### config.mk
export PLATFORM = sky130hd
export DESIGN_NAME = audio_regs
export DESIGN_NICKNAME = d
export VERILOG_FILES = /design/src/source/mem_pkg.sv /design/src/source/audio_pkg.sv /design/src/source/audio_regs.sv
export VERILOG_INCLUDE_DIRS = /design/src /design/src/source
export SDC_FILE = /design/constraint.sdc
export NUM_CORES = 1
export LEC_CHECK = 0
export BUFFER_PORTS_ARGS = -buffer_cell sky130_fd_sc_hd__buf_2
export CORE_AREA = 2 2 77 79
export DETAILED_ROUTE_END_ITERATION = 8
export DIE_AREA = 0 0 79 81
export GPL_ROUTABILITY_DRIVEN = 0
export PLACE_DENSITY_LB_ADDON = 0.2
export SETUP_SLACK_MARGIN = 0.02
export SKIP_LAST_GASP = 1
export SLEW_MARGIN = 20
export SYNTH_ARGS = -nofsm -noshare
export SYNTH_HDL_FRONTEND = slang
export SYNTH_SLANG_ARGS = --single-unit
### constraint.sdc
create_clock -name clk -period 3.75 [get_ports clk]
set_input_delay 0.1875 -clock clk [delete_from_list [all_inputs] [get_ports clk]]
set_output_delay 0.1875 -clock clk [all_outputs]
set_load 0.02 [all_outputs]
### src/source/audio_settings.svh
// DAC width, sample memory depth and channel register count
`ifndef AUDIO_SETTINGS_SVH
`define AUDIO_SETTINGS_SVH

// bits per DAC level, also the sigma-delta accumulator width
`define AUDIO_DAC_WIDTH     8

// words of sample memory, two samples per word
`define SAMPLE_RAM_WORDS    256

// host-visible registers of the single channel
`define AUDIO_REG_COUNT     4

`endif
### src/source/mem_pkg.sv
// memory word, sample address and byte types shared along the sample path
package mem_pkg;

    // one memory or register word, two signed samples high byte first
    typedef logic [15:0] word_t;

    // sample word address, wider than the memory so it can be truncated
    typedef logic [15:0] addr_t;

    // one sample byte or one unsigned DAC level
    typedef logic [7:0]  byte_t;

endpackage

### src/source/audio_pkg.sv
// channel register index, volume struct and length/control union
package audio_pkg;

    // register index as seen on the host address lines
    typedef enum logic [1:0] {
        AUD_VOL    = 2'd0,      // left volume high byte, right volume low byte
        AUD_PERIOD = 2'd1,      // 15 bit sample period
        AUD_START  = 2'd2,      // start word address
        AUD_LEN    = 2'd3       // restart bit and 15 bit length in words
    } audio_reg_e;

    // volume word, same layout for mixing and for direct DAC levels
    typedef struct packed {
        mem_pkg::byte_t left;   // top 7 bits scale the left channel
        mem_pkg::byte_t right;  // top 7 bits scale the right channel
    } audio_vol_t;

    // decoded view of the AUD_LEN word
    typedef struct packed {
        logic        restart;   // forces a reload on the next fetch
        logic [14:0] length;    // words to play before reloading
    } audio_len_fields_t;

    // the register block stores the word raw, the mixer reads the fields
    typedef union packed {
        mem_pkg::word_t    raw;
        audio_len_fields_t f;
    } audio_len_u;

endpackage

### src/source/audio_regs.sv
// channel register block with host write decode, readback and restart self-clear
`include "audio_settings.svh"

module audio_regs (
    input  logic                  clk,
    input  logic                  reset_i,
    input  logic                  enable_i,
    input  logic                  reg_wr_i,
    input  audio_pkg::audio_reg_e reg_addr_i,
    input  mem_pkg::word_t        reg_data_i,
    output mem_pkg::word_t        reg_rdata_o,
    input  logic                  reload_i,
    output logic                  audio_enable_o,
    output audio_pkg::audio_vol_t vol_o,
    output mem_pkg::word_t        period_o,
    output mem_pkg::addr_t        start_o,
    output audio_pkg::audio_len_u len_o
);
    import mem_pkg::*;
    import audio_pkg::*;

    word_t regs_q [`AUDIO_REG_COUNT];   // indexed by audio_reg_e
    logic  enable_q;

    always_ff @(posedge clk) begin
        if (reset_i) begin
            enable_q <= 1'b0;
            for (int i = 0; i < `AUDIO_REG_COUNT; i++) begin
                regs_q[i] <= '0;                    // also clears the restart bit
            end
        end else begin
            enable_q <= enable_i;
            if (reload_i) begin
                regs_q[AUD_LEN][15] <= 1'b0;        // mixer has taken the restart
            end
            // a host write in the same cycle overrides the clear
            if (reg_wr_i) begin
                regs_q[reg_addr_i] <= reg_data_i;
            end
        end
    end

    assign reg_rdata_o    = regs_q[reg_addr_i];    // combinational readback

    assign audio_enable_o = enable_q;
    assign vol_o          = audio_vol_t'(regs_q[AUD_VOL]);
    assign period_o       = regs_q[AUD_PERIOD];
    assign start_o        = addr_t'(regs_q[AUD_START]);
    assign len_o.raw      = regs_q[AUD_LEN];

    // the mixer only reloads while playback is running
    assert property (@(posedge clk) disable iff (reset_i) reload_i |-> audio_enable_o)
        else $error("reload strobe from mixer while audio is disabled");

endmodule

==> results.sh <==
export IMPL_post_cts_resized=0
export IMPL_htreeDepth=3
export IMPL_grt_pass1_wl_um=9670
export IMPL_cts_tree="done"
export IMPL_grt_max_degree=22
export IMPL_syn2layout_area_growth_pct=25.3
export IMPL_drv_cap=0
export IMPL_rsz0062_at_grt="false"
export IMPL_combPwrFrac_pct=16.7
export IMPL_dp_cells=352
export IMPL_synth_distinct_cells=17
export IMPL_wire_per_inst_um=17.6
export IMPL_yosys_warnings=0
export IMPL_drt_initial_drc_count=136
export IMPL_grt_usage_pct=21.1
export IMPL_swShare_pct=27.0
export IMPL_ios=104
export IMPL_yosysSeqAreaShare_pct=68.6
export IMPL_drt_wl_total_um=6490
export IMPL_clkPwrFrac_pct=31.9
export IMPL_final_instance_count_excl_fill=368
export IMPL_dp_hpwl_um=4160
export IMPL_fin_nets=311
export IMPL_power_density_nw_per_um2=485
export IMPL_worstSetupEndpointType="register"
export IMPL_die_h_um=81
export IMPL_p_leak_nw=1.41
export IMPL_startpoint_type="primary input"
export IMPL_synth_area_per_cell_sq_um=15.1
export IMPL_arrival_ns=1.76
export IMPL_ant_nets=0
export IMPL_portBuffers=103
export IMPL_diodes=0
export IMPL_internal_power_mw=1.26
export IMPL_crit_start="reg_addr_i[0]"
export IMPL_required_ns=3.72
export IMPL_critical_path_class="primary input to register"
export IMPL_fillers=489
export IMPL_antenna_found_initial=0
export IMPL_yosys_most_used_dff="edfxtp_1"
export IMPL_multi_input_area_sq_um=798
export IMPL_synth_edf_count=64
export IMPL_tightestPinTransition_ns=0.983
export IMPL_fin_tns_setup_ns=0
export IMPL_clkTransAtPathRegs_ns=0.07
export IMPL_grt_ovfl_total=0
export IMPL_coreArea_sq_um=5680
export IMPL_drv_slew=0
export IMPL_slew_headroom_pct=34.4
export IMPL_dieArea_sq_um=6400
export IMPL_cp_endpoint="regs_q[0][2]"
export IMPL_vias=1956
export IMPL_ctsHoldBuffers=0
export IMPL_async_reset_ff_share_pct=0
export IMPL_drt_first_pass_iters=4
export IMPL_power_frac_seq_pct=51.4
export IMPL_power_switching_uw=464
export IMPL_start_util_pct=49.9
export IMPL_grt_pass1_vias=1852
export IMPL_fmax_mhz=559
export IMPL_drive_gt1_share_pct=46.8
export IMPL_cts_root_buf="clkbuf_8"
export IMPL_cp_max_fo=21
export IMPL_cts_buffer_depth=2
export IMPL_syn_instance_count=187
export IMPL_hp_class="primary input to register"
export IMPL_synth_fp_nets=210
export IMPL_rows=28
export IMPL_ys_ff_latch=65
export IMPL_fin_crit_ns=1.79
export IMPL_setup_viol=0
export IMPL_cts_buffers=9
export IMPL_die_w_um=79
export IMPL_clock_sinks=65
export IMPL_post_place_ws_ns=1.58
export IMPL_hold_violations=0
export IMPL_vdd_drop_max_uv=218
export IMPL_cts_setup_buffers=0
export IMPL_syn_area_sq_um=2830
export IMPL_post_route_period_util_pct=47.7
export IMPL_seqCellArea_sq_um=1940
export IMPL_fin_ws_ns=1.96
export IMPL_post_route_drc_count=0
export IMPL_outcome="complete, no violations"
export IMPL_viasPerCell=5.32
## how the worst min path moves through the flow
stage               startpoint              to  slack (ns)  depth (start not counted)
floorplan             enable_i  audio_enable_o        0.32                          1
global placement      enable_i  audio_enable_o        0.40                          2
detailed placement    enable_i  audio_enable_o        0.40                          2
CTS                   enable_i  audio_enable_o        0.05                          2
global route          enable_i  audio_enable_o        0.05                          2
finish                enable_i  audio_enable_o        0.05                          2
## final cells by class
class	instances	share of cell area [%]
Clock inverter	5	1.31
Timing Repair Buffer	105	15.0
Inverter	1	0.106
Clock buffer	11	3.71
Tap cell	75	2.65
Sequential cell	65	54.8
Multi-Input combinational cell	106	22.5
## cells in the final DEF (no fill, tap or decap), drive strengths merged
cell,instances
buf,105
nand2,1
nand2b,2
o21bai,3
inv,1
nand3b,16
or2,2
dfxtp,1
edfxtp,64
nor2b,1
clkbuf,11
bufinv,1
mux4,16
clkinv,4
a31o,1
nor2,64
## Yosys cell counts (2+ instances only)
master,n,area (sq um)
nor2_1,64,240
buf_4,3,22.5
o21bai_1,3,22.5
clkbuf_1,3,11.3
buf_2,6,30.0
buf_6,3,33.8
mux4_2,16,360
edfxtp_1,64,1920
nand3b_1,16,120
nand2b_1,2,12.5
## power groups by stage
stage	Combinational [mW]	Sequential, mW	Clock, mW
2_1_floorplan	0.122	0.961	0
5_1_grt	0.304	0.890	0.578
3_3_place_gp	0.286	0.897	0
4_1_cts	0.289	0.883	0.552
6_report	0.287	0.884	0.548
3_5_place_dp	0.288	0.898	0
## flip-flops by register name, indices dropped and copies added (netlist names)
| register | cells |
|---|---|
| regs_q | 64 |
| audio_enable_o | 1 |
## per-stage QoR
stage               power [mW]  utilization [%]  cell area [sq um]  hold WS, ns
floorplan                 1.08                -               2830        0.316
global placement          1.18             59.3               3370        0.396
detailed placement        1.19             59.3               3370        0.403
CTS                       1.72             62.5               3550       0.0475
global route              1.77             62.5               3550       0.0488
finish                    1.72             62.5               3550       0.0503
## cells by family (layout without fill, tap and decap cells)
family | count (synthesis) | after routing | share of synthesized area (%)
DFF | 65 | 65 | 68.6
muxes | 16 | 16 | 12.7
AOI/OAI and AO/OA | 4 | 4 | 1.11
and+or+nand+nor | 86 | 86 | 14.0
buffers and inverters | 16 | 122 | 3.58
## routing by layer
layer | vias to the layer above | track usage, % | part of all wire [%]
li1 | 893 | - | -
met1 | 950 | 28.6 | 43
met2 | 102 | 32.9 | 48
met3 | 11 | 5.78 | 7.7
met4 | 0 | 8.45 | 1.8
met5 | - | 0 | 0
## worst max-delay path, cell delays in order
cell and delay [ns]:
buf_2 0.31, or2_1 0.55, o21bai_2 0.71
(Power assumes the default switching activity.)
