[src/source/audio_settings.svh]
// DAC width, sample memory depth and channel register count
`ifndef AUDIO_SETTINGS_SVH
`define AUDIO_SETTINGS_SVH

// bits per DAC level, also the sigma-delta accumulator width
`define AUDIO_DAC_WIDTH     8

// words of sample memory, two samples per word
`define SAMPLE_RAM_WORDS    256

// host-visible registers of the single channel
`define AUDIO_REG_COUNT     4

`endif
[src/source/audio_dac.sv]
// first-order sigma-delta pulse-density modulator
`include "audio_settings.svh"

module audio_dac #(
    parameter int WIDTH = `AUDIO_DAC_WIDTH
) (
    input  logic             clk,
    input  logic             reset_i,
    input  logic [WIDTH-1:0] value_i,
    output logic             pulse_o
);
    logic [WIDTH-1:0] acc_q;
    logic [WIDTH:0]   sum;
    logic             pulse_q;

    assign sum = {1'b0, acc_q} + {1'b0, value_i};   // carry is the density bit

    always_ff @(posedge clk) begin
        if (reset_i) begin
            acc_q   <= '0;
            pulse_q <= 1'b0;
        end else begin
            acc_q   <= sum[WIDTH-1:0];
            pulse_q <= sum[WIDTH];
        end
    end

    assign pulse_o = pulse_q;

endmodule

[config.mk]
export PLATFORM = sky130hd
export DESIGN_NAME = audio_dac
export DESIGN_NICKNAME = d
export VERILOG_FILES = /design/src/source/audio_dac.sv
export VERILOG_INCLUDE_DIRS = /design/src /design/src/source
export SDC_FILE = /design/constraint.sdc
export NUM_CORES = 1
export LEC_CHECK = 0
export BUFFER_PORTS_ARGS = -buffer_cell sky130_fd_sc_hd__buf_2
export CORE_MARGIN = 5
export CORE_UTILIZATION = 42
export CTS_BUF_LIST = sky130_fd_sc_hd__clkbuf_16
export CTS_CLUSTER_DIAMETER = 100
export CTS_CLUSTER_SIZE = 14
export DETAILED_ROUTE_END_ITERATION = 7
export PLACE_DENSITY = 0.59
export SLEW_MARGIN = 40
export SYNTH_ARGS = -nofsm -noshare
export SYNTH_HDL_FRONTEND = slang
export SYNTH_SLANG_ARGS = --single-unit
[constraint.sdc]
create_clock -name clk -period 4.72 [get_ports clk]
set_input_delay 0.236 -clock clk [delete_from_list [all_inputs] [get_ports clk]]
set_output_delay 0.236 -clock clk [all_outputs]
set_load 0.01 [all_outputs]
==> flow_metrics.env, run 1 <==
export IMPL_status="finished clean"
export IMPL_place_area_um2=646
export IMPL_syn_inst=61
export IMPL_wirelength_mm=1.09
export IMPL_yosysMostFrequentCell="nor2_1"
export IMPL_path_clk_slew_ns=0.04
export IMPL_synth_edf_count=0
export IMPL_critPathLaunchType="register"
export IMPL_finClkSkew_ns=0.00157
export IMPL_post_route_drc_count=0
export IMPL_worstHoldStart="reset_i"
export IMPL_initial_core_util_pct=44.6
export IMPL_clock_latency_ns=0.23
export IMPL_leakagePower_nw=0.345
export IMPL_nFillCells=123
export IMPL_cts_made_buffers=3
export IMPL_fin_area_um2=724
export IMPL_cts_tree="built"
export IMPL_areaGrowthSynthToFinish_pct=24.8
export IMPL_ys_flop_type="dfxtp_1"
export IMPL_firstDrtPassIters=2
export IMPL_path_class="reg2reg"
export IMPL_syn_nets=80
export IMPL_worstMarginPinSlew_ns=0.303
export IMPL_worst_ep_arrival_time_ns=1.94
export IMPL_startpoint="acc_q[0]$_SDFF_PP0_"
export IMPL_gp_congestion=0.809
export IMPL_core_mm2=0.00130
export IMPL_avgRoutedWirePerCell_um=12.2
export IMPL_postCtsHoldBufs=0
export IMPL_io_buffer_count=10
export IMPL_placementRows=13
export IMPL_ys_seq_elements=9
export IMPL_r2r_start="acc_q[0]$_SDFF_PP0_"
export IMPL_synthArstFlopShare_pct=0
export IMPL_ios=11
export IMPL_finalWorstPathRequiredPeriod_ns=1.82
export IMPL_cts_repair_resized=0
export IMPL_ys_seq_area_share_pct=31.0
export IMPL_ys_top_cells_by_area="dfxtp_1 (31%), ha_1 (17%), nor2_1 (7.8%)"
export IMPL_cts_sinks=9
export IMPL_antennaDiodeCount=0
export IMPL_worst_ep_required_time_ns=4.84
export IMPL_synth_top_area_share_pct=31.0
export IMPL_finalHoldViolCount=0
export IMPL_netlist_top_cells_count="nor2_1 (12), dfxtp_1 (9), ha_1 (8), o21ai_0 (5)"
export IMPL_min_period_over_period_pct=38.6
export IMPL_netlist_area_um2=581
export IMPL_maxCapViolations=0
export IMPL_grt_overflow_total=0
export IMPL_vias_per_cell=5.36
export IMPL_met3_usage_pct=6.90
export IMPL_ys_warn_count=0
export IMPL_grt_pass1_wl_mm=1.90
export IMPL_fmax_ghz=0.549
export IMPL_grt_busiest_layer="met2"
export IMPL_cp_max_fo=3
export IMPL_crit_path_end="pulse_o$_SDFF_PP0_"
export IMPL_maxSlewViolCount=0
export IMPL_relSlewSlack_pct=79.6
export IMPL_irDropWorstVdd_mv=0.305
export IMPL_grt_pass1_vias=447
export IMPL_fin_nets=94
export IMPL_end_kind="register"
export IMPL_syn_avg_cell_area_um2=9.52
export IMPL_cts_setup_buffers=0
export IMPL_die_x_um=47.2
export IMPL_die_area_mm2=0.00223
export IMPL_ant_nets=0
export IMPL_multiInputGateArea_um2=393
export IMPL_hold_class="in2reg"
export IMPL_antenna_found_initial=0
export IMPL_clk_path_buf_depth=2
export IMPL_rsz0062_at_grt="false"
export IMPL_grt_max_degree=11
export IMPL_regArea_um2=180
export IMPL_grt_util_all_layers_pct=12.5
export IMPL_setup_tns_ns=0
export IMPL_htreeDepth=1
export IMPL_reg2reg_depth=6
export IMPL_grtUsageMet2_pct=17.3
export IMPL_routed_via_count=477
export IMPL_drive_gt1_share_pct=25.7
export IMPL_yosysTopAreaCell="dfxtp_1"
export IMPL_dieHeight_um=47.2
export IMPL_rrSetupSlack_ns=2.90
export IMPL_met1_usage_pct=16.1
export IMPL_cts_root_buf="clkbuf_16"
export IMPL_crit_chain="ha_1, fa_1, a211oi_2, o21a_1, nor2_1, o31a_1"
export IMPL_r2r_end="pulse_o$_SDFF_PP0_"
export IMPL_power_density_mw_per_mm2=555
export IMPL_finalSetupViolations=0
export IMPL_cp_slowest_stage_delay_ns=0.44
export IMPL_dr_first_iter_drc_count=1
export IMPL_ys_types=26
export IMPL_crit_slowest_cell="fa_1"
[state kept, by name, indices dropped and copies added, names as in the netlist]
signal,count
acc_q,8
pulse_o,1
[per-layer routing]
metal | wire, um | vias to the layer above
met2 | 476 | 9
met1 | 519 | 214
met4 | 11 | 0
met5 | 0 | -
li1 | - | 252
met3 | 81 | 2
[cell families (layout without fill, tap and decap cells)]
family,count (synthesis),count (layout),share of synthesized area [%]
buffers and inverters,2,15,1.29
adders and majority gates,9,9,20.7
xor gates and xnor gates,1,1,1.51
muxes,1,1,2.59
DFF,9,9,31.0
AOI/OAI and AO/OA,20,20,27.2
and+or+nand+nor,19,19,15.7
[worst max-delay path, delay by kind of cell (launching register included)]
kind | cells | cell delay (ns)
AND/OR/NAND/NOR | 1 | 0.05
AO/OA/AOI/OAI | 3 | 0.70
flip-flops | 1 | 0.29
adder cells (fa/ha/maj) | 2 | 0.66
[how the worst min path moves through the flow]
stage,to,cells past startpoint
4_1_cts,acc_q[0]$_SDFF_PP0_,2
2_1_floorplan,acc_q[0]$_SDFF_PP0_,2
3_3_place_gp,acc_q[0]$_SDFF_PP0_,2
6_report,acc_q[0]$_SDFF_PP0_,2
5_1_grt,acc_q[0]$_SDFF_PP0_,2
3_5_place_dp,acc_q[0]$_SDFF_PP0_,2
[through the flow]
| stage | setup slack, ns | utilization [%] | hold WS, ns | power (mW) | std cells |
|---|---|---|---|---|---|
| after CTS | 2.88 | 55.7 | 0.307 | 0.408 | 89 |
| after detailed placement | 2.85 | 49.6 | 0.551 | 0.257 | 85 |
| after global routing | 2.80 | 55.7 | 0.328 | 0.435 | 89 |
| after global placement | 2.87 | 49.6 | 0.536 | 0.256 | 85 |
| final | 2.90 | 55.7 | 0.306 | 0.402 | 89 |
| after floorplan | 3.00 | - | 0.470 | 0.228 | 61 |
[placed cells by master (no fill, tap or decap), types with 2 or more instances in the layout]
cell type,netlist,layout
buf_2,0,10
inv_1,1,2
dfxtp_1,9,9
a211oi_1,3,3
ha_1,8,8
nor2_1,12,12
nor2b_1,3,3
a211oi_2,2,2
clkbuf_16,0,3
o21ai_0,5,5
[final cells by class]
type / count / area share [%]
tap: 15 / 2.59
clock inverter: 1 / 0.518
clock buffer: 3 / 10.4
timing repair buffer: 10 / 6.91
multi-input combinational: 50 / 54.2
inverter: 1 / 0.518
sequential: 9 / 24.9
[report_power, final]
part	switching (mW)	internal [mW]
Combinational	0.0770	0.0732
Sequential	0.00670	0.0986
Clock	0.0358	0.111
Total	0.120	0.282
(Power assumes the default switching activity.)
==> run 2, diff against run 1 <==
Settings changed: ABC_AREA from default to 1.
Clock period 4.72 ns to 1.7 ns, I/O delays scaled along.
==> run 2 against run 1 <==
Effect of this change: clock power rose to 2.8 times the previous value; clock skew up 0.0021 ns; hold slack worse by 0.24 ns.
==> flow_metrics.env, run 2 <==
export IMPL_cts_root_buf="clkbuf_16"
export IMPL_ys_top_cells_by_area="dfxtp_1 (31%), ha_1 (17%), nand2_1 (14%)"
export IMPL_ys_warn_count=0
export IMPL_cts_sinks=9
export IMPL_ys_seq_area_share_pct=31.0
export IMPL_die_x_um=47.2
export IMPL_grt_util_all_layers_pct=12.6
export IMPL_fmax_ghz=0.689
export IMPL_synth_edf_count=0
export IMPL_status="finished clean"
export IMPL_die_area_mm2=0.00223
export IMPL_io_buffer_count=10
export IMPL_fin_nets=118
export IMPL_ys_types=14
export IMPL_power_density_mw_per_mm2=1370
export IMPL_clk_path_buf_depth=2
export IMPL_internal_power_mw=0.701
export IMPL_vias_per_cell=4.60
export IMPL_netlist_top_cells_count="nand2_1 (22), nor2_1 (15), inv_1 (10), dfxtp_1 (9), ha_1 (8)"
export IMPL_cts_repair_resized=0
export IMPL_irDropWorstVdd_mv=0.657
export IMPL_finalSetupViolations=0
export IMPL_rsz0062_at_grt="false"
export IMPL_yosysMostFrequentCell="nand2_1"
export IMPL_worst_ep_arrival_time_ns=1.62
export IMPL_ys_seq_elements=9
export IMPL_cts_setup_buffers=0
export IMPL_ios=11
export IMPL_leakagePower_nw=0.416
export IMPL_crit_slowest_cell="fa_1"
export IMPL_top_register="acc_q"
export IMPL_crit_top_cell="nand2_1"
export IMPL_nFillCells=136
export IMPL_dp_hpwl_um=840
export IMPL_finalHoldViolCount=0
export IMPL_crit_chain="ha_1, fa_1, nand2_1, nand2_1, nand3_1, nand2_1, nand2_1, nand2_1, nor2_1"
export IMPL_dr_first_iter_drc_count=13
export IMPL_postCtsHoldBufs=0
export IMPL_layout_commonest_cell="nand2_1"
export IMPL_ys_flop_type="dfxtp_1"
export IMPL_pwr_share_clk_pct=41.2
export IMPL_p_sw_mw=0.300
export IMPL_gp_congestion=0.800
export IMPL_antenna_found_initial=0
export IMPL_wirelength_mm=1.10
export IMPL_grt_overflow_total=0
export IMPL_syn_nets=103
export IMPL_dp_cells=109
export IMPL_netlist_area_um2=582
export IMPL_end_kind="register"
export IMPL_initial_core_util_pct=44.7
export IMPL_synth_top_area_share_pct=31.0
export IMPL_seq_power_share_pct=27.3
export IMPL_synthArstFlopShare_pct=0
export IMPL_finalNonFillerCells=113
export IMPL_dieHeight_um=47.2
export IMPL_worst_ep_required_time_ns=1.87
export IMPL_hold_class="in2reg"
export IMPL_finClkSkew_ns=0.00363
export IMPL_firstDrtPassIters=4
export IMPL_cts_tree="built"
export IMPL_drive_gt1_share_pct=20.4
export IMPL_finalWorstPathRequiredPeriod_ns=1.45
export IMPL_post_route_drc_count=0
export IMPL_path_clk_slew_ns=0.04
export IMPL_htreeDepth=1
export IMPL_min_period_over_period_pct=85.4
export IMPL_antennaDiodeCount=0
export IMPL_grt_max_degree=7
export IMPL_ant_nets=0
export IMPL_syn_avg_cell_area_um2=6.93
export IMPL_avgRoutedWirePerCell_um=9.74
export IMPL_relSlewSlack_pct=89.1
export IMPL_maxSlewViolCount=0
export IMPL_setup_tns_ns=0
export IMPL_largest_reg_flops=8
export IMPL_cp_slowest_stage_delay_ns=0.38
export IMPL_maxCapViolations=0
export IMPL_worstMarginPinSlew_ns=0.164
export IMPL_syn_inst=84
export IMPL_yosysTopAreaCell="dfxtp_1"
export IMPL_swShare_pct=30.0
export IMPL_areaGrowthSynthToFinish_pct=25.4
export IMPL_place_area_um2=651
export IMPL_clock_latency_ns=0.23
export IMPL_routed_via_count=520
export IMPL_critPathLaunchType="register"
export IMPL_core_mm2=0.00130
export IMPL_cp_max_fo=3
export IMPL_grt_pass1_vias=455
export IMPL_placementRows=13
export IMPL_cts_made_buffers=3
export IMPL_path_class="reg2reg"
export IMPL_final_cell_mix="nand2_1 (22), nor2_1 (15), inv_1 (11), buf_2 (10), dfxtp_1 (9)"
export IMPL_comb_power_share_pct=31.5
export IMPL_grt_pass1_wl_mm=1.89
export IMPL_fin_area_um2=729
[run 2: changes by cell type in the layout (fill, tap and decap cells not counted), moves of 4 or more]
cell | previous run | this run
o21ai_0 | 5 | 0
a21oi_1 | 0 | 6
nand2_1 | 0 | 22
inv_1 | 2 | 11
nand3_1 | 0 | 4
[run 2: power groups by stage]
| stage | clock, mW | sequential, mW | combinational, mW |
|---|---|---|---|
| 2_1_floorplan | 0 | 0.276 | 0.250 |
| 5_1_grt | 0.439 | 0.278 | 0.373 |
| 3_3_place_gp | 0 | 0.275 | 0.311 |
| 6_report | 0.412 | 0.273 | 0.316 |
| 3_5_place_dp | 0 | 0.278 | 0.313 |
| 4_1_cts | 0.421 | 0.274 | 0.317 |
[run 2: per-stage QoR]
step | utilization (%) | total power [mW] | worst slack (ns) | hold WS (ns)
5_1_grt | 56.1 | 1.09 | 0.111 | 0.0881
3_3_place_gp | 50.0 | 0.586 | 0.262 | 0.310
2_1_floorplan | - | 0.526 | 0.346 | 0.154
6_report | 56.1 | 1.00 | 0.248 | 0.0680
3_5_place_dp | 50.0 | 0.591 | 0.249 | 0.311
4_1_cts | 56.1 | 1.01 | 0.236 | 0.0698
[run 2: critical path, delay by kind of cell (launching register included)]
family / cells / cell delay (ns)
AND/OR/NAND/NOR: 7 / 0.53
adder cells (fa/ha/maj): 2 / 0.57
flip-flops: 1 / 0.29
[run 2: worst paths after layout]
check,start,depth (start not counted),end,slack [ns]
max,acc_q[0]$_SDFF_PP0_,9,acc_q[6]$_SDFF_PP0_,0.25
min,reset_i,2,acc_q[1]$_SDFF_PP0_,0.07
max reg2reg,acc_q[0]$_SDFF_PP0_,9,acc_q[6]$_SDFF_PP0_,0.25
min reg2reg,acc_q[0]$_SDFF_PP0_,3,acc_q[0]$_SDFF_PP0_,0.55
[run 2: cell families after synthesis]
family          count (synthesis)  share of synthesized area (%)
simple gates                   47                           34.8
buf+inv                        13                           8.39
flops                           9                           31.0
compound gates                  6                           5.16
fa+ha+maj                       9                           20.6
[run 2: final cells by class]
class	count	area (um^2)	area share [%]
multi-input cells	62	353	48.4
flip-flops and latches	9	180	24.7
clock buffers	3	75.1	10.3
repair buffers	10	50.0	6.86
inverters	13	48.8	6.69
well taps	15	18.8	2.57
clock inverters	1	3.75	0.515
[run 2: metal layers]
metal	vias to the layer above	track usage (%)	part of all wire, %
met5	-	0	0
met4	0	9.94	1.5
met3	2	3.83	5.2
met2	12	17.1	45
met1	218	16.1	49
li1	288	-	-
