--- config.mk ---
export PLATFORM = sky130hd
export DESIGN_NAME = audio_mixer
export DESIGN_NICKNAME = d
export VERILOG_FILES = /design/src/source/audio_settings.svh /design/src/source/mem_pkg.sv /design/src/source/audio_pkg.sv /design/src/source/audio_mixer.sv
export SDC_FILE = /design/constraint.sdc
export NUM_CORES = 1
export LEC_CHECK = 0
export ABC_CLOCK_PERIOD_IN_PS = 5400
export BUFFER_PORTS_ARGS = -buffer_cell sky130_fd_sc_hd__buf_2
export CELL_PAD_IN_SITES_DETAIL_PLACEMENT = 1
export CELL_PAD_IN_SITES_GLOBAL_PLACEMENT = 1
export CORE_MARGIN = 1
export CORE_UTILIZATION = 40
export DETAILED_ROUTE_END_ITERATION = 12
export HOLD_SLACK_MARGIN = 0.15
export MAX_ROUTING_LAYER = met4
export PLACE_DENSITY = 0.74
export SETUP_SLACK_MARGIN = 0.5
export SYNTH_ARGS = -nofsm -noshare
export SYNTH_HDL_FRONTEND = slang
export SYNTH_SLANG_ARGS = --single-unit
--- constraint.sdc ---
create_clock -name clk -period 5.4 [get_ports clk]
set_input_delay 0.27 -clock clk [delete_from_list [all_inputs] [get_ports clk]]
set_output_delay 0.27 -clock clk [all_outputs]
set_load 0.01 [all_outputs]
--- src/source/audio_settings.svh ---
// DAC width, sample memory depth and channel register count
`ifndef AUDIO_SETTINGS_SVH
`define AUDIO_SETTINGS_SVH

// bits per DAC level, also the sigma-delta accumulator width
`define AUDIO_DAC_WIDTH     8

// words of sample memory, two samples per word
`define SAMPLE_RAM_WORDS    256

// host-visible registers of the single channel
`define AUDIO_REG_COUNT     4

`endif
--- src/source/mem_pkg.sv ---
// memory word, sample address and byte types shared along the sample path
package mem_pkg;

    // one memory or register word, two signed samples high byte first
    typedef logic [15:0] word_t;

    // sample word address, wider than the memory so it can be truncated
    typedef logic [15:0] addr_t;

    // one sample byte or one unsigned DAC level
    typedef logic [7:0]  byte_t;

endpackage

--- src/source/audio_pkg.sv ---
// channel register index, volume struct and length/control union
package audio_pkg;

    // register index as seen on the host address lines
    typedef enum logic [1:0] {
        AUD_VOL    = 2'd0,      // left volume high byte, right volume low byte
        AUD_PERIOD = 2'd1,      // 15 bit sample period
        AUD_START  = 2'd2,      // start word address
        AUD_LEN    = 2'd3       // restart bit and 15 bit length in words
    } audio_reg_e;

    // volume word, same layout for mixing and for direct DAC levels
    typedef struct packed {
        mem_pkg::byte_t left;   // top 7 bits scale the left channel
        mem_pkg::byte_t right;  // top 7 bits scale the right channel
    } audio_vol_t;

    // decoded view of the AUD_LEN word
    typedef struct packed {
        logic        restart;   // forces a reload on the next fetch
        logic [14:0] length;    // words to play before reloading
    } audio_len_fields_t;

    // the register block stores the word raw, the mixer reads the fields
    typedef union packed {
        mem_pkg::word_t    raw;
        audio_len_fields_t f;
    } audio_len_u;

endpackage

--- src/source/audio_mixer.sv ---
// channel fetch, sample sequencing, two-phase volume multiply and DAC levels
module audio_mixer (
    input  logic                  clk,
    input  logic                  reset_i,
    input  logic                  audio_enable_i,
    input  logic                  dma_start_i,
    input  audio_pkg::audio_vol_t vol_i,
    input  mem_pkg::word_t        period_i,
    input  mem_pkg::addr_t        start_i,
    input  audio_pkg::audio_len_u len_i,
    output logic                  reload_o,
    output logic                  fetch_o,
    output mem_pkg::addr_t        addr_o,
    input  mem_pkg::word_t        word_i,
    output mem_pkg::byte_t        level_l_o,
    output mem_pkg::byte_t        level_r_o
);
    import mem_pkg::*;

    typedef enum logic {
        MIX_LOAD  = 1'b0,       // latch sample and volumes
        MIX_STORE = 1'b1        // take the products as new levels
    } mix_state_e;

    logic               fetch_q;
    logic               reload_q;
    logic               second_q;       // next sendout takes the low byte
    addr_t              addr_q;
    word_t              length_q;       // bit 15 is the underflow flag
    word_t              length_n;
    word_t              period_q;       // bit 15 set means sendout
    logic               sendout;
    logic               capture;
    logic               need_reload;
    word_t              word0_q;        // prefetched word
    word_t              word1_q;        // word being shifted out
    logic               word0_ok;
    logic               word1_ok;
    logic signed [7:0]  sample_q;

    mix_state_e         mix_state;
    logic signed [7:0]  mul_sample_q;
    logic signed [7:0]  mul_vol_l_q;
    logic signed [7:0]  mul_vol_r_q;
    logic signed [15:0] prod_l;
    logic signed [15:0] prod_r;
    byte_t              level_l_q;
    byte_t              level_r_q;

    assign sendout     = period_q[15];
    assign length_n    = length_q - 16'd1;
    assign need_reload = length_n[15] || len_i.f.restart;
    // fetch holds the address so the word on word_i matches addr_q here
    assign capture     = fetch_q && second_q && audio_enable_i;

    always_ff @(posedge clk) begin
        if (reset_i) begin
            fetch_q  <= 1'b0;
            reload_q <= 1'b0;
            second_q <= 1'b0;
            addr_q   <= '0;
            length_q <= '0;             // forces a reload on the first fetch
            period_q <= '1;             // immediate first sendout
            word0_q  <= '0;
            word1_q  <= '0;
            word0_ok <= 1'b0;
            word1_ok <= 1'b0;
            sample_q <= '0;
        end else begin
            reload_q <= 1'b0;

            // period+1 cycles between sendouts
            if (sendout) begin
                period_q <= {1'b0, period_i[14:0]} - 16'd1;
            end else begin
                period_q <= period_q - 16'd1;
            end

            if (capture) begin
                fetch_q  <= 1'b0;
                word0_q  <= word_i;
                word0_ok <= 1'b1;
                if (need_reload) begin
                    addr_q   <= start_i;
                    length_q <= {1'b0, len_i.f.length};
                    reload_q <= 1'b1;
                end else begin
                    addr_q   <= addr_q + 16'd1;
                    length_q <= length_n;
                end
            end else if (dma_start_i && audio_enable_i && !word0_ok) begin
                fetch_q <= 1'b1;        // pacing pulse only fills an empty buffer
            end

            if (sendout) begin
                sample_q <= word1_ok ? word1_q[15:8] : 8'sd0;   // silence on underrun
                second_q <= !second_q;
                if (second_q) begin
                    // low byte gone so the prefetched word moves up
                    word1_q  <= capture ? word_i : word0_q;
                    word1_ok <= capture || word0_ok;
                    word0_ok <= 1'b0;
                end else begin
                    word1_q <= {word1_q[7:0], 8'h00};
                end
            end

            if (!audio_enable_i) begin
                fetch_q  <= 1'b0;
                length_q <= '0;         // restart from start_i when enabled again
                word0_ok <= 1'b0;
                word1_ok <= 1'b0;
            end
        end
    end

    always_comb begin
        prod_l = mul_sample_q * mul_vol_l_q;
        prod_r = mul_sample_q * mul_vol_r_q;
    end

    always_ff @(posedge clk) begin
        if (reset_i) begin
            mix_state    <= MIX_LOAD;
            mul_sample_q <= '0;
            mul_vol_l_q  <= '0;
            mul_vol_r_q  <= '0;
            level_l_q    <= '0;
            level_r_q    <= '0;
        end else begin
            case (mix_state)
                MIX_LOAD: begin
                    mul_sample_q <= sample_q;
                    mul_vol_l_q  <= {1'b0, vol_i.left[7:1]};    // 7 bit unsigned volume
                    mul_vol_r_q  <= {1'b0, vol_i.right[7:1]};
                    mix_state    <= MIX_STORE;
                end
                MIX_STORE: begin
                    level_l_q <= {~prod_l[13], prod_l[12:6]};   // offset binary for the DAC
                    level_r_q <= {~prod_r[13], prod_r[12:6]};
                    mix_state <= MIX_LOAD;
                end
            endcase

            if (!audio_enable_i) begin
                level_l_q <= vol_i.left;        // volume word drives the DACs directly
                level_r_q <= vol_i.right;
            end
        end
    end

    assign fetch_o   = fetch_q;
    assign addr_o    = addr_q;
    assign reload_o  = reload_q && audio_enable_i;
    assign level_l_o = level_l_q;
    assign level_r_o = level_r_q;

    // fetch is never raised while disabled and drops one cycle after disabling
    assert property (@(posedge clk) disable iff (reset_i)
                     fetch_o |-> audio_enable_i || $past(audio_enable_i))
        else $error("fetch pending while audio is disabled");

    assert property (@(posedge clk) disable iff (reset_i) reload_o |=> !reload_o)
        else $error("reload strobe longer than one cycle");

endmodule

==> flow_summary.json, run 1 <==
{
  "status": "finished, final reports clean",
  "power.switching_mw": 0.7017,
  "max_freq_ghz": 0.2112,
  "pwr-share-clk_pct": 49.7,
  "numCtsBuffers": 17,
  "fin_nets": 1501,
  "fp.dieH_um": 159.5,
  "max_slew_margin_pct": 40.48,
  "drt-total-wl_um": 28060,
  "synth_area_um2": 9918,
  "ys_ff_latch": 132,
  "fp.dieArea_um2": 25430,
  "root_buffer": "clkbuf_16",
  "setup_viol": 0,
  "rows": 57,
  "cts_tree": "built",
  "htree_levels": 4,
  "fin_crit_sh_pct": 87.66,
  "syn_inst": 1144,
  "place.port_buffers": 116,
  "p_seq_share_pct": 41.4,
  "clock_latency_ns": 0.44,
  "drt-initial-drc-count": 379,
  "antenna_found_initial": 0,
  "firstDrtPassIters": 6,
  "avgRoutedWirePerCell_um": 17.31,
  "worst_r2r_path_depth": 15,
  "hold_path_depth": 3,
  "powerDensity_nw_per_um2": 211.6,
  "grt_pass1_vias": 9205,
  "io_pins": 118,
  "path_clk_slew_ns": 0.06,
  "grt-ovfl-total": 0,
  "drc_errors": 0,
  "clockBufferDepth": 2,
  "post-route-min-period_ns": 4.734,
  "drv_cap": 0,
  "switching_share_pct": 27.90,
  "vias": 8467,
  "grt_pass1_wl_um": 46780,
  "worst_slew_pin_slew_ns": 0.8927,
  "synth_cell_types": 63,
  "final_area_um2": 11890,
  "hold_viol": 0,
  "grt_max_degree": 86,
  "avgViaCountPerCell": 5.223,
  "cellLeakagePower_nw": 5.394,
  "p_int_mw": 1.814,
  "holdCritPathClass": "primary input to register",
  "cp_common_cell": "fa_1",
  "rsz0062_at_grt": "yes",
  "final_max_slew_viol_count": 0,
  "post_dp_cell_area_um2": 10760,
  "path_max_fanout": 11,
  "initial_utilization_pct": 40.78,
  "place_inst": 1537,
  "cpPeakStageDelay_ns": 0.59,
  "syn_nets": 1361,
  "skew_ns": 0.01110,
  "finalSetupTns_ns": 0,
  "vdd_drop_max_uv": 164.0,
  "hpwl_um": 19490,
  "area.growth.synth_to_final_pct": 19.87,
  "cts.sinks": 132,
  "worstPathCellList": "nand2_1 > fa_1 > inv_1 > fa_1 > fa_1 > inv_1 > fa_1 > inv_1 > ha_1 > or2_2 > o22a_1 > o2111ai_1 > a31oi_1 > o21a_1 > o32ai_1",
  "synth-edff-count": 0,
  "syn_avg_cell_area_um2": 8.670,
  "endpoint_kind": "register",
  "worstPathRequired_ns": 5.74,
  "instances_no_fill": 1621,
  "combinationalPowerShare_pct": 8.9,
  "core-area_um2": 24320,
  "synth_top_flop_cell": "dfxtp_1",
  "worst-path-stages": 15,
  "path_class": "register to register",
  "yosys_warnings": 0,
  "ant_nets": 0,
  "cpLargestDelayFamily": "adder cells",
  "layout-drive-gt1-share_pct": 14.42,
  "gp_congestion": 0.8696,
  "crit_arrival_ns": 5.08,
  "cp_slowest_cell": "dfxtp_1",
  "final_util_pct": 48.89,
  "async_reset_ff_share_pct": 0,
  "grt_usage_pct": 23.67,
  "ys_seq_area_share_pct": 26.64,
  "worst-path-buf-inv": 3,
  "die_w_um": 159.5,
  "crit_path_start_kind": "register",
  "diodes": 0
}
## synthesized netlist by cell type (9+ instances only)
cell / instances / share of area [%]
dfxtp_1: 132 / 27
mux2i_1: 62 / 6.3
fa_1: 80 / 16
o21ai_0: 31 / 1.6
inv_1: 137 / 5.2
nand2b_1: 30 / 1.9
buf_1: 10 / 0.38
a21oi_1: 59 / 3.0
nor2b_1: 12 / 0.76
nor3_1: 15 / 0.76
nor2_1: 81 / 3.1
clkbuf_1: 40 / 1.5
and2_1: 89 / 5.6
xnor2_1: 26 / 2.3
a211oi_1: 9 / 0.68
nand3_1: 18 / 0.91
a31oi_1: 11 / 0.69
ha_1: 53 / 6.7
nand2_1: 101 / 3.8
xor2_1: 14 / 1.2
o22ai_1: 11 / 0.69
## layout by cell type, fill, tap and decap left out, drive strengths merged, types with 26 or more instances in the layout
cell and instances:
inv 146, dfxtp 132, buf 128, nand2 101, and2 89, nor2 81
fa 80, mux2i 62, a21oi 59, ha 53, dlygate4sd3 52, o21ai 31
nand2b 30, xnor2 26
## tightest hold or removal path, cell delays in order
cell and delay [ns]:
buf_2 0.10, nand2_1 0.05, a21oi_1 0.10
## stage by stage
| stage | setup slack [ns] | hold WS (ns) | power (mW) |
|---|---|---|---|
| after floorplan | 1.126 | 0.4060 | 1.171 |
| after global placement | 0.8377 | 0.4526 | 1.250 |
| after detailed placement | 0.7009 | 0.4598 | 1.256 |
| after CTS | 0.6193 | 0.1533 | 2.540 |
| after global routing | 0.4333 | 0.1668 | 2.607 |
| final | 0.6662 | 0.1529 | 2.515 |
## flip-flops by register name, summed over array words and instances, names as in the netlist, 7 cells and up
name,cells
addr_o,16
length_q,16
period_q,16
word0_q,16
word1_q,16
level_l_o,8
level_r_o,8
mul_sample_q,8
sample_q,8
mul_vol_l_q,7
mul_vol_r_q,7
## power by group through the flow
stage	Clock [mW]	Combinational [mW]	Sequential [mW]
after floorplan	0	0.128	1.04
after global placement	0	0.188	1.06
after detailed placement	0	0.193	1.06
after CTS	1.27	0.224	1.04
after global routing	1.32	0.244	1.05
final	1.25	0.224	1.04
## area by class of cell
cell class | count | area, um^2
fillers | 2880 | 12430
multi-input cells | 816 | 6520
flip-flops and latches | 132 | 2648
repair buffers | 180 | 1194
inverters | 137 | 514.2
clock buffers | 17 | 425.4
well taps | 324 | 405.4
clock inverters | 15 | 182.7
## cell families (layout without fill, tap and decap cells)
kind of cell             Yosys count  count (layout)  synth area share, %
adder cells (fa/ha/maj)          133             133                22.83
XOR/XNOR                          40              40                3.532
flip-flops                       132             132                26.64
AO/OA/AOI/OAI                    181             181                11.73
AND/OR/NAND/NOR                  392             392                20.39
buffers and inverters            196             349                7.708
multiplexers                      70              70                7.165
## per-layer routing
layer / global-route usage (%) / up-vias / part of all wire, %
li1: - / 4068 / -
met4: 6.600 / 0 / 1.3
met3: 3.855 / 29 / 3.1
met1: 27.57 / 4222 / 44
met2: 41.82 / 148 / 51
met5: - / - / 0
## what timing repair did
action / CTS / global route
setup endpoints to repair: 0 / 2
hold endpoints to repair: 64 / 0
resized for setup: 0 / 2
setup buffers: 0 / 0
hold buffers: 52 / 0
## final timing paths
| path | endpoint | slack [ns] | startpoint |
|---|---|---|---|
| setup / recovery | level_r_o[7]$_SDFFE_PP0P_ | 0.67 | mul_sample_q[5]$_SDFFE_PP0N_ |
| hold / removal | word0_q[9]$_SDFF_PP0_ | 0.15 | word_i[9] |
| setup reg to reg | level_r_o[7]$_SDFFE_PP0P_ | 0.67 | mul_sample_q[5]$_SDFFE_PP0N_ |
| hold reg to reg | word0_q[3]$_SDFF_PP0_ | 0.47 | word0_q[3]$_SDFF_PP0_ |
Note: power is estimated with default switching activity, not from simulation.
==> inputs of run 2 (changes only) <==
Settings changed: ABC_CLOCK_PERIOD_IN_PS 5400 to 6050.
Clock period 5.4 ns to 6.05 ns, I/O delays scaled along.
==> run 2 against run 1 <==
Worst hold slack improved by 0.0074 ns. Via count decreased by 0.61%. Maximum frequency decreased by 4.5%. Wire length decreased by 3.0%. First-iteration DRC count decreased by 21%. Design area decreased by 0.89%. Final cell count decreased by 0.74%. Sequential power decreased by 11%. Die area unchanged. Highest routed layer unchanged.
==> flow_summary.json, run 2 (synthesis results as in run 1) <==
{
  "cellLeakagePower_nw": 5.353,
  "vdd_drop_max_uv": 153.3,
  "drt-total-wl_um": 27220,
  "wl_met2_um": 13650,
  "fillCellCount": 2877,
  "grt_max_degree": 85,
  "final_max_slew_viol_count": 0,
  "hpwl_um": 18960,
  "min_to": "length_q[14]$_SDFFE_PP0P_",
  "path_max_fanout": 15,
  "place.port_buffers": 116,
  "worstPathCellList": "nand2_1 > fa_1 > inv_1 > fa_1 > fa_1 > inv_1 > fa_1 > inv_1 > ha_1 > or2_2 > o22a_1 > o2111ai_1 > a31oi_1 > o21a_1 > o32ai_1",
  "area.growth.synth_to_final_pct": 18.80,
  "wl_met1_um": 12080,
  "max_freq_ghz": 0.2018,
  "worst-path-buf-inv": 3,
  "instances_no_fill": 1609,
  "cpLargestDelayFamily": "adder cells",
  "grt_pass1_wl_um": 46060,
  "post_dp_cell_area_um2": 10740,
  "final_cell_mix": "inv_1 (137), dfxtp_1 (130), buf_2 (115)",
  "hold_viol": 0,
  "grt_usage_pct": 23.16,
  "root_buffer": "clkbuf_16",
  "crit_arrival_ns": 5.30,
  "grt-ovfl-total": 0,
  "post-route-min-period_ns": 4.956,
  "worst_r2r_path_depth": 15,
  "io_pins": 118,
  "cts.sinks": 132,
  "fp.dieArea_um2": 25430,
  "setup_ws_ns": 1.094,
  "place_inst": 1534,
  "final_common_cell": "inv_1",
  "final_util_pct": 48.45,
  "hold_path_depth": 3,
  "grt_pass1_vias": 9275,
  "crit_path_start_kind": "register",
  "maxUsedRoutingLayer": "met4",
  "reg2reg_to": "level_r_o[7]$_SDFFE_PP0P_",
  "drc_errors": 0,
  "max_slew_margin_pct": 42.11,
  "avgViaCountPerCell": 5.230,
  "core-area_um2": 24320,
  "drt-initial-drc-count": 301,
  "worstPathRequired_ns": 6.39,
  "clock_latency_ns": 0.44,
  "power.total_mw": 2.247,
  "hold_slack_ns": 0.1603,
  "post_cts_buffers": 0,
  "pre_cts_ws_ns": 1.267,
  "clockBufferDepth": 2,
  "final_area_um2": 11780,
  "cp_slowest_cell": "dfxtp_1",
  "rsz0062_at_grt": "no",
  "powerDensity_nw_per_um2": 190.7,
  "endpoint_kind": "register",
  "post_cts_resize_count": 0,
  "dr_wl_met3_um": 833,
  "cp_common_cell": "fa_1",
  "path_class": "register to register",
  "reg2reg_from": "mul_sample_q[5]$_SDFFE_PP0N_",
  "initial_utilization_pct": 40.78,
  "layout-drive-gt1-share_pct": 14.17,
  "gp_congestion": 0.8166,
  "holdCritPathClass": "primary input to register",
  "die_w_um": 159.5,
  "fp.dieH_um": 159.5,
  "skew_ns": 0.009933,
  "drv_cap": 0,
  "rows": 57,
  "setup_viol": 0,
  "ctsHoldBuffers": 42,
  "antenna_found_initial": 1,
  "htree_levels": 4,
  "r2r_slack_ns": 1.09,
  "fin_crit_sh_pct": 81.91,
  "finalSetupTns_ns": 0,
  "vias": 8415,
  "path_clk_slew_ns": 0.07,
  "status": "finished, final reports clean",
  "min_from": "len_i[14]",
  "cts_tree": "built",
  "cpPeakStageDelay_ns": 0.71,
  "numCtsBuffers": 17,
  "worst_slew_pin_slew_ns": 0.8684,
  "avgRoutedWirePerCell_um": 16.92,
  "fin_nets": 1488,
  "firstDrtPassIters": 4,
  "ant_nets": 0
}
[run 2: where the power goes]
part / leakage (nW) / internal [mW] / switching [mW]
Sequential: 1.08 / 0.894 / 0.0327
Combinational: 3.97 / 0.0941 / 0.102
Clock: 0.309 / 0.671 / 0.453
Total: 5.35 / 1.66 / 0.587
[run 2: worst max-delay path by stage]
stage | start | endpoint | slack [ns] | cells after the start
global placement | mul_sample_q[5]$_SDFFE_PP0N_ | level_r_o[7]$_SDFFE_PP0P_ | 1.33 | 15
detailed placement | mul_sample_q[5]$_SDFFE_PP0N_ | level_r_o[7]$_SDFFE_PP0P_ | 1.27 | 15
global route | mul_sample_q[5]$_SDFFE_PP0N_ | level_r_o[7]$_SDFFE_PP0P_ | 0.86 | 15
CTS | mul_sample_q[5]$_SDFFE_PP0N_ | level_r_o[7]$_SDFFE_PP0P_ | 1.04 | 15
floorplan | mul_sample_q[3]$_SDFFE_PP0N_ | level_r_o[7]$_SDFFE_PP0P_ | 1.78 | 17
finish | mul_sample_q[5]$_SDFFE_PP0N_ | level_r_o[7]$_SDFFE_PP0P_ | 1.09 | 15
[run 2: layer usage]
layer / GRT usage (%) / vias up
li1: - / 4042
met1: 27.13 / 4175
met2: 40.19 / 151
met3: 3.595 / 47
met4: 7.911 / 0
met5: - / -
[run 2: worst register-to-register path, delay by kind of cell (launching register included)]
family                   cells  cell delay (ns)
AO/OA/AOI/OAI                5             1.06
flip-flops                   1             0.71
AND/OR/NAND/NOR              2             0.51
adder cells (fa/ha/maj)      5             2.41
buffers and inverters        3             0.17
[run 2: layout make-up]
class | instances | area (um^2) | share of cell area, %
flip-flops and latches | 132 | 2645 | 22.45
clock inverters | 14 | 185.2 | 1.572
repair buffers | 167 | 1071 | 9.090
multi-input cells | 816 | 6520 | 55.34
diodes | 1 | 2.502 | 0.02124
inverters | 137 | 514.2 | 4.364
clock buffers | 18 | 439.2 | 3.727
well taps | 324 | 405.4 | 3.441
==> inputs of run 3 (changes only) <==
Settings changed: ABC_CLOCK_PERIOD_IN_PS 6050 to 4650.
Clock period 6.05 ns to 4.65 ns, I/O delays scaled along.
==> run 3 against run 2 <==
Clock skew increased by 0.0021 ns. Maximum frequency up 19%. Design area is 6.6% higher. Setup slack worse by 0.61 ns. Clock power rose by 24%. Sequential power rose by 29%. Sequential share of layout area down 1.0 points.
==> flow_summary.json, run 3 (synthesis results as in run 1) <==
{
  "drv_cap": 0,
  "place_inst": 1549,
  "worstPathRequired_ns": 4.99,
  "max_slew_margin_pct": 34.65,
  "gp_congestion": 0.8402,
  "place.port_buffers": 116,
  "hold_viol": 0,
  "clockBufferDepth": 2,
  "path_class": "register to register",
  "drt-initial-drc-count": 384,
  "final_cell_mix": "inv_1 (127), dfxtp_1 (116), buf_2 (115)",
  "hold_slack_ns": 0.1618,
  "ant_nets": 0,
  "grt_usage_pct": 24.08,
  "numCtsBuffers": 17,
  "power.total_mw": 2.868,
  "min_from": "len_i[2]",
  "final_util_pct": 51.67,
  "r2r_slack_ns": 0.48,
  "powerDensity_nw_per_um2": 228.2,
  "root_buffer": "clkbuf_16",
  "rsz0062_at_grt": "yes",
  "core-area_um2": 24320,
  "reg2reg_from": "mul_vol_r_q[4]$_SDFFE_PP0N_",
  "drc_errors": 0,
  "io_pins": 118,
  "min_to": "length_q[2]$_SDFFE_PP0P_",
  "cellLeakagePower_nw": 5.602,
  "crit_arrival_ns": 4.51,
  "post_dp_cell_area_um2": 10860,
  "vdd_drop_max_uv": 219.1,
  "initial_utilization_pct": 40.78,
  "setup_viol": 0,
  "setup_ws_ns": 0.4797,
  "worst_slew_pin_slew_ns": 0.9782,
  "layout-drive-gt1-share_pct": 21.09,
  "final_max_slew_viol_count": 0,
  "endpoint_kind": "register",
  "fin_nets": 1541,
  "holdCritPathClass": "primary input to register",
  "path_clk_slew_ns": 0.07,
  "hpwl_um": 19810,
  "vias": 8754,
  "firstDrtPassIters": 6,
  "pre_cts_ws_ns": 0.1042,
  "max_freq_ghz": 0.2398,
  "clock_latency_ns": 0.44,
  "final_area_um2": 12570,
  "grt_max_degree": 83,
  "worst_r2r_path_depth": 17,
  "reg2reg_to": "level_r_o[7]$_SDFFE_PP0P_",
  "fp.dieH_um": 159.5,
  "drt-total-wl_um": 29330,
  "fp.dieArea_um2": 25430,
  "area.growth.synth_to_final_pct": 26.69,
  "crit_path_start_kind": "register",
  "finalSetupTns_ns": 0,
  "hold_path_depth": 3,
  "instances_no_fill": 1662,
  "avgRoutedWirePerCell_um": 17.65,
  "path_max_fanout": 6,
  "skew_ns": 0.01208,
  "final_common_cell": "inv_1",
  "antenna_found_initial": 1,
  "grt-ovfl-total": 0,
  "cts.sinks": 132,
  "cts_tree": "built",
  "fin_crit_sh_pct": 89.68,
  "die_w_um": 159.5,
  "rows": 57,
  "status": "finished, final reports clean",
  "avgViaCountPerCell": 5.267,
  "grt_pass1_vias": 9442,
  "htree_levels": 4,
  "post-route-min-period_ns": 4.170,
  "grt_pass1_wl_um": 47630
}
==> run 3: cell types whose count changed in the layout (fill, tap and decap cells not counted), sizes merged <==
cell         delta
buf            +37
bufinv          -3
clkbuf          -1
clkinv          +4
clkinvlp        +1
dlygate4sd3    +16
inv             -1
==> run 3: routing by layer <==
metal | vias to the layer above | GRT usage (%) | share of wire (%) | wire, um
met3 | 46 | 3.204 | 3.0 | 890
met5 | - | - | 0 | 0
met4 | 0 | 7.037 | 2.3 | 687
met1 | 4384 | 28.05 | 43 | 12520
met2 | 160 | 42.95 | 52 | 15240
li1 | 4164 | - | - | -
==> run 3: cell type report <==
cell class,instances,area (um^2)
fill,2836,11750
multi-input combinational,816,6808
sequential,132,2695
timing repair buffer,220,1528
inverter,137,514.2
clock buffer,17,425.4
tap,324,405.4
clock inverter,15,187.7
antenna,1,2.502
==> run 3: worst max-delay path by stage <==
stage               depth (start not counted)  slack (ns)                         start                        end
floorplan                                  17        0.49  mul_sample_q[3]$_SDFFE_PP0N_  level_r_o[7]$_SDFFE_PP0P_
global placement                           15        0.22  mul_sample_q[4]$_SDFFE_PP0N_  level_r_o[7]$_SDFFE_PP0P_
detailed placement                         15        0.10  mul_sample_q[5]$_SDFFE_PP0N_  level_r_o[7]$_SDFFE_PP0P_
CTS                                        16        0.47   mul_vol_r_q[4]$_SDFFE_PP0N_  level_r_o[7]$_SDFFE_PP0P_
global route                               17        0.34   mul_vol_r_q[4]$_SDFFE_PP0N_  level_r_o[6]$_SDFFE_PP0P_
finish                                     17        0.48   mul_vol_r_q[4]$_SDFFE_PP0N_  level_r_o[7]$_SDFFE_PP0P_
==> run 3: critical path, stage by stage, from the launching register on <==
cell	delay, ns
dfxtp_4	0.37
and2_4	0.16
fa_1	0.52
inv_1	0.05
fa_1	0.48
inv_1	0.05
fa_1	0.52
inv_2	0.05
fa_1	0.50
inv_2	0.05
ha_4	0.17
nor2_4	0.10
o211ai_1	0.08
buf_4	0.16
o2111ai_4	0.27
a31oi_4	0.14
o21a_1	0.21
o32ai_1	0.20
==> run 3: what timing repair did <==
action,in CTS,in global routing
pin swaps,26,22
setup endpoints to repair,13,13
resized for setup,57,36
buffers inserted,12,10
endpoints found under the hold margin,72,0
hold buffers,58,0
cloned,0,0
==> run 3: where the power goes <==
group / switching [mW] / internal (mW) / leakage (nW)
clock: 0.663 / 0.729 / 0.294
combinational: 0.137 / 0.135 / 4.22
sequential: 0.0456 / 1.16 / 1.09
